$ cat src/hw/imul_pkg.sv
package imul_pkg;

  // opcode field width
  localparam int OP_W = 4;

  // flag vector layout, msb first: c o a s z p
  localparam int FLAG_W = 6;

  localparam int FLAG_C = 5;
  localparam int FLAG_O = 4;
  // auxiliary carry, never set by a multiply
  localparam int FLAG_A = 3;
  localparam int FLAG_S = 2;
  localparam int FLAG_Z = 1;
  localparam int FLAG_P = 0;

  // multiply opcodes
  // bit 0 marks the signed form of each pair
  typedef enum logic [OP_W-1:0] {
    // low half of the 128-bit product
    op_mul64     = 4'd0,
    op_imul64    = 4'd1,
    // high half of the 128-bit product
    op_lmul64    = 4'd2,
    op_limul64   = 4'd3,
    // 32x32, low 32 bits zero-extended
    op_mul32     = 4'd4,
    op_imul32    = 4'd5,
    // 32x32, full 64-bit product
    op_mul32_64  = 4'd6,
    op_imul32_64 = 4'd7
  } imul_op_e;

endpackage

$ cat src/hw/imul_decode.sv
module imul_decode (
  input  logic                 clk,
  input  logic                 rst,
  input  logic                 clk_en,
  input  logic                 en,
  input  imul_pkg::imul_op_e   op,
  input  logic [63:0]          r,
  input  logic [63:0]          c,
  output logic                 d_valid,
  output logic [64:0]          d_r,
  output logic [64:0]          d_c,
  output logic                 d_high,
  output logic                 d_short,
  output logic                 d_narrow,
  output logic                 d_signed
);

  logic        sgn;
  logic        high;
  logic        short_res;
  logic        narrow;
  logic [64:0] r_ext;
  logic [64:0] c_ext;

  always_comb begin
    sgn       = 1'b0;
    high      = 1'b0;
    short_res = 1'b0;
    narrow    = 1'b0;
    case (op)
      imul_pkg::op_mul64: begin
      end
      imul_pkg::op_imul64: begin
        sgn = 1'b1;
      end
      imul_pkg::op_lmul64: begin
        high = 1'b1;
      end
      imul_pkg::op_limul64: begin
        sgn  = 1'b1;
        high = 1'b1;
      end
      imul_pkg::op_mul32: begin
        narrow    = 1'b1;
        short_res = 1'b1;
      end
      imul_pkg::op_imul32: begin
        sgn       = 1'b1;
        narrow    = 1'b1;
        short_res = 1'b1;
      end
      imul_pkg::op_mul32_64: begin
        narrow = 1'b1;
      end
      imul_pkg::op_imul32_64: begin
        sgn    = 1'b1;
        narrow = 1'b1;
      end
      default: begin
      end
    endcase
  end

  // 32-bit forms drop bits 63:32 and extend from bit 31
  assign r_ext = narrow ? {{33{sgn & r[31]}}, r[31:0]} : {sgn & r[63], r};
  assign c_ext = narrow ? {{33{sgn & c[31]}}, c[31:0]} : {sgn & c[63], c};

  always_ff @(posedge clk) begin
    if (rst) begin
      d_valid <= 1'b0;
    end else if (clk_en) begin
      d_valid <= en;
    end
  end

  always_ff @(posedge clk) begin
    if (clk_en) begin
      d_r      <= r_ext;
      d_c      <= c_ext;
      d_high   <= high;
      d_short  <= short_res;
      d_narrow <= narrow;
      d_signed <= sgn;
    end
  end

endmodule

$ cat config.mk
export PLATFORM = sky130hd
export DESIGN_NAME = imul_decode
export DESIGN_NICKNAME = d
export VERILOG_FILES = /design/src/hw/imul_pkg.sv /design/src/hw/imul_decode.sv
export SDC_FILE = /design/constraint.sdc
export NUM_CORES = 1
export LEC_CHECK = 0
export BUFFER_PORTS_ARGS = -buffer_cell sky130_fd_sc_hd__buf_2
export CORE_MARGIN = 2
export CORE_UTILIZATION = 40
export CTS_CLUSTER_SIZE = 14
export DETAILED_ROUTE_END_ITERATION = 10
export GPL_TIMING_DRIVEN = 0
export PLACE_DENSITY = 0.8
export SLEW_MARGIN = 0
export SYNTH_ARGS = -nofsm -noshare
export SYNTH_HDL_FRONTEND = slang
export SYNTH_SLANG_ARGS = --single-unit
export TNS_END_PERCENT = 50
$ cat constraint.sdc
create_clock -name clk -period 0.9 [get_ports clk]
set_input_delay 0.045 -clock clk [delete_from_list [all_inputs] [get_ports clk]]
set_output_delay 0.045 -clock clk [all_outputs]
set_load 0.01 [all_outputs]
==> flow_summary_export.csv <==
group,metric,value,unit
run,drv_cap,0,
synthesis,syn_nets,426,
clock_network,numClockSinks,135,
synthesis,synth_area,0.005027,mm²
critical_path,arrival,0.99,ns
clock_network,cts_tree,"built",
critical_path,cpMaxStageDelayCell,"edfxtp_1",
placement,place_congestion,0.7122,
detailed_routing,vias,3911,
synthesis,synth.distinct_cells,17,
sta,fin_ws,-0.1377,ns
sta,period_share,1.153,
status,failed_checks,"setup timing",
detailed_routing,drt_iter0_drc,311,
floorplanning,fp.dieW,116.1,µm
placement,dp_hpwl,8517,µm
placement,portBuffers,269,
clock_network,numCtsBuffers,17,
floorplanning,core,0.01216,mm²
status,status,"finished, violations left",
layout,final_nets,841,
sta,fin_crit,1.038,ns
floorplanning,die_y,116.1,µm
clock_network,clockBufferDepth,2,
global_route,grt_usage,0.2102,
pwr,p_leak,0.003837,µW
layout,drive_gt1_frac,0.4930,
critical_path,path_buf_inv,1,
sta,finalSetupViolations,134,
sta,rsz0062_at_grt,"true",
floorplanning,dieArea,0.01348,mm²
clock_network,post_cts_buffers,0,
global_route,grt-ovfl-total,0,
clock_network,cts-root-buf,"clkbuf_16",
global_route,grt_pass1_vias,4298,
global_route,grt_max_degree,71,
critical_path,endpoint_kind,"primary output",
pwr,power_density,1934,mW/mm²
synthesis,synth_top_area_frac,0.8004,
detailed_routing,wl_per_cell,16.15,µm
detailed_routing,drc,0,
layout,num_antenna_cells,0,
critical_path,max_stage_delay,0.44,ns
critical_path,setup.worst_path.class,"reg -> out",
clock_network,clock_latency,0.40,ns
critical_path,worstPathMaxFanout,1,
floorplanning,io_pins,271,
sta,max_freq,963.7,MHz
synthesis,yosys_warnings,0,
critical_path,start_kind,"flop",
global_route,antenna_found_initial,0,
critical_path,path_cells,"buf_6",
detailed_routing,avgViaCountPerCell,4.414,
detailed_routing,first_pass_iters,5,
floorplanning,row_count,40,
critical_path,rrSetupSlack,0.28,ns
synthesis,postSynthCellCount,290,
floorplanning,start_util,0.4134,
sta,hold_viol_final,0,
detailed_routing,postRouteAntennaNets,0,
clock_network,htreeDepth,4,
global_route,grt_pass1_wl,20980,µm
clock_network,clkSlewWorstSetupHoldPaths,0.06,ns
synthesis,synth_area_leaders,"edfxtp_1 80%, o21ai_2 6.8%, inv_1 4.9%, o21ai_0 2.5%, buf_12 2.0%",
sta,fin_skew,0,ns
detailed_routing,totalWireLength,14310,µm
sta,tns,-7.138,ns
synthesis,yosysTopAreaCell,"edfxtp_1",
pwr,peakVddDrop,1300,µV
worst_hold_path,hp-class,"in -> reg",
layout,area_growth,68.49,%
synthesis,ys_seq_area_frac,0.8044,
synthesis,ys_ff_latch,135,
critical_path,crit_family,"flip-flops",
pwr,total_power,16380,µW
synthesis,avgSynthCellArea,17.34,µm²
sta,relSlewSlack,0.7554,
sta,worst_slew_pin_slew,0.3669,ns
critical_path,cp_data_required_time,0.85,ns
sta,drv_slew,0,
-- through the flow --
stage                     cells    util  hold slack (ns)  setup slack, ns  cell area, µm²
final                       886  0.6965          0.02746          -0.1377            8471
after global routing        886  0.6965          0.02865          -0.1687            8471
after CTS                   886  0.6951         0.002961          -0.1238            8453
after detailed placement    728  0.5441           0.2029          -0.4419            6618
after global placement      727  0.5414           0.2029           -1.695            6584
after floorplan             290       -           0.1174          0.01059            5027
-- layout make-up --
class | instances | area [µm²]
sequential | 135 | 4045
fill | 791 | 3691
timing repair buffer | 396 | 2669
multi-input combinational | 76 | 574.3
clock buffer | 18 | 429.2
inverter | 65 | 244.0
tap | 168 | 210.2
buffer | 14 | 165.2
clock inverter | 14 | 133.9
-- cell families after synthesis --
family / after synthesis / synth area share
buf+inv: 79 / 0.08138
compound gates: 64 / 0.09283
flops: 135 / 0.8044
mux: 3 / 0.005973
simple gates: 9 / 0.01543
-- routing by layer --
layer  vias up  GRT usage  share of wire
li1       1849          -              -
met1      1815     0.2131           0.35
met5         -          0              0
met2       206     0.3867           0.53
met3        41    0.06383          0.080
met4         0     0.1127          0.038
-- report_power, final --
part           internal (µW)  switching, µW  leakage, µW  total (µW)
clock                   4040           2520     0.000265        6560
sequential              7530            136      0.00132        7660
combinational           1120           1040      0.00226        2160
total                  12700           3690      0.00384       16400
-- layout by cell type, fill, tap and decap left out --
master and n:
nor2_1 3, nor3b_1 1, clkinv_2 3, dfxtp_2 1, buf_16 1, clkbuf_16 17
clkbuf_1 1, clkbuf_4 3, o21ai_0 25, nor2b_1 1, clkinv_1 3, dlygate4sd3_1 126
clkinvlp_4 4, nand4b_1 1, buf_12 6, nand4b_4 1, o21ai_2 39, edfxtp_1 134
clkinv_4 1, nor2b_4 1, inv_1 65, buf_6 5, buf_2 269, mux2i_1 3
bufinv_16 2, inv_6 1, nand2b_1 1
-- cell usage after synthesis --
| cell type | instances |
|---|---|
| nor2b_4 | 1 |
| buf_12 | 5 |
| mux2i_1 | 3 |
| nand4b_1 | 1 |
| dfxtp_1 | 1 |
| nand2b_1 | 1 |
| buf_2 | 4 |
| o21ai_2 | 39 |
| buf_6 | 2 |
| inv_1 | 65 |
| nor3b_1 | 1 |
| edfxtp_1 | 134 |
| o21ai_0 | 25 |
| clkbuf_4 | 3 |
| nor2b_1 | 1 |
| nor2_1 | 3 |
| nand4b_4 | 1 |
-- state kept, by name (all words and copies together) (netlist names) --
name and flops:
d_c 65, d_high 1, d_narrow 1, d_r 65, d_short 1, d_signed 1, d_valid 1
-- timing repair --
action	in CTS	in global routing
setup endpoints to repair	136	136
cloned	0	0
endpoints found under the hold margin	126	0
gates resized for setup	3	4
hold buffers	126	0
-- final timing paths --
path | start | to | depth (start not counted)
worst max-delay path | d_c[10] | d_c[10] | 1
worst max register to register | d_valid | d_valid | 2
worst min-delay path | op[2] | d_r[64] | 3
worst min register to register | d_valid | d_valid | 2
Power figures use the tool's default switching activity.
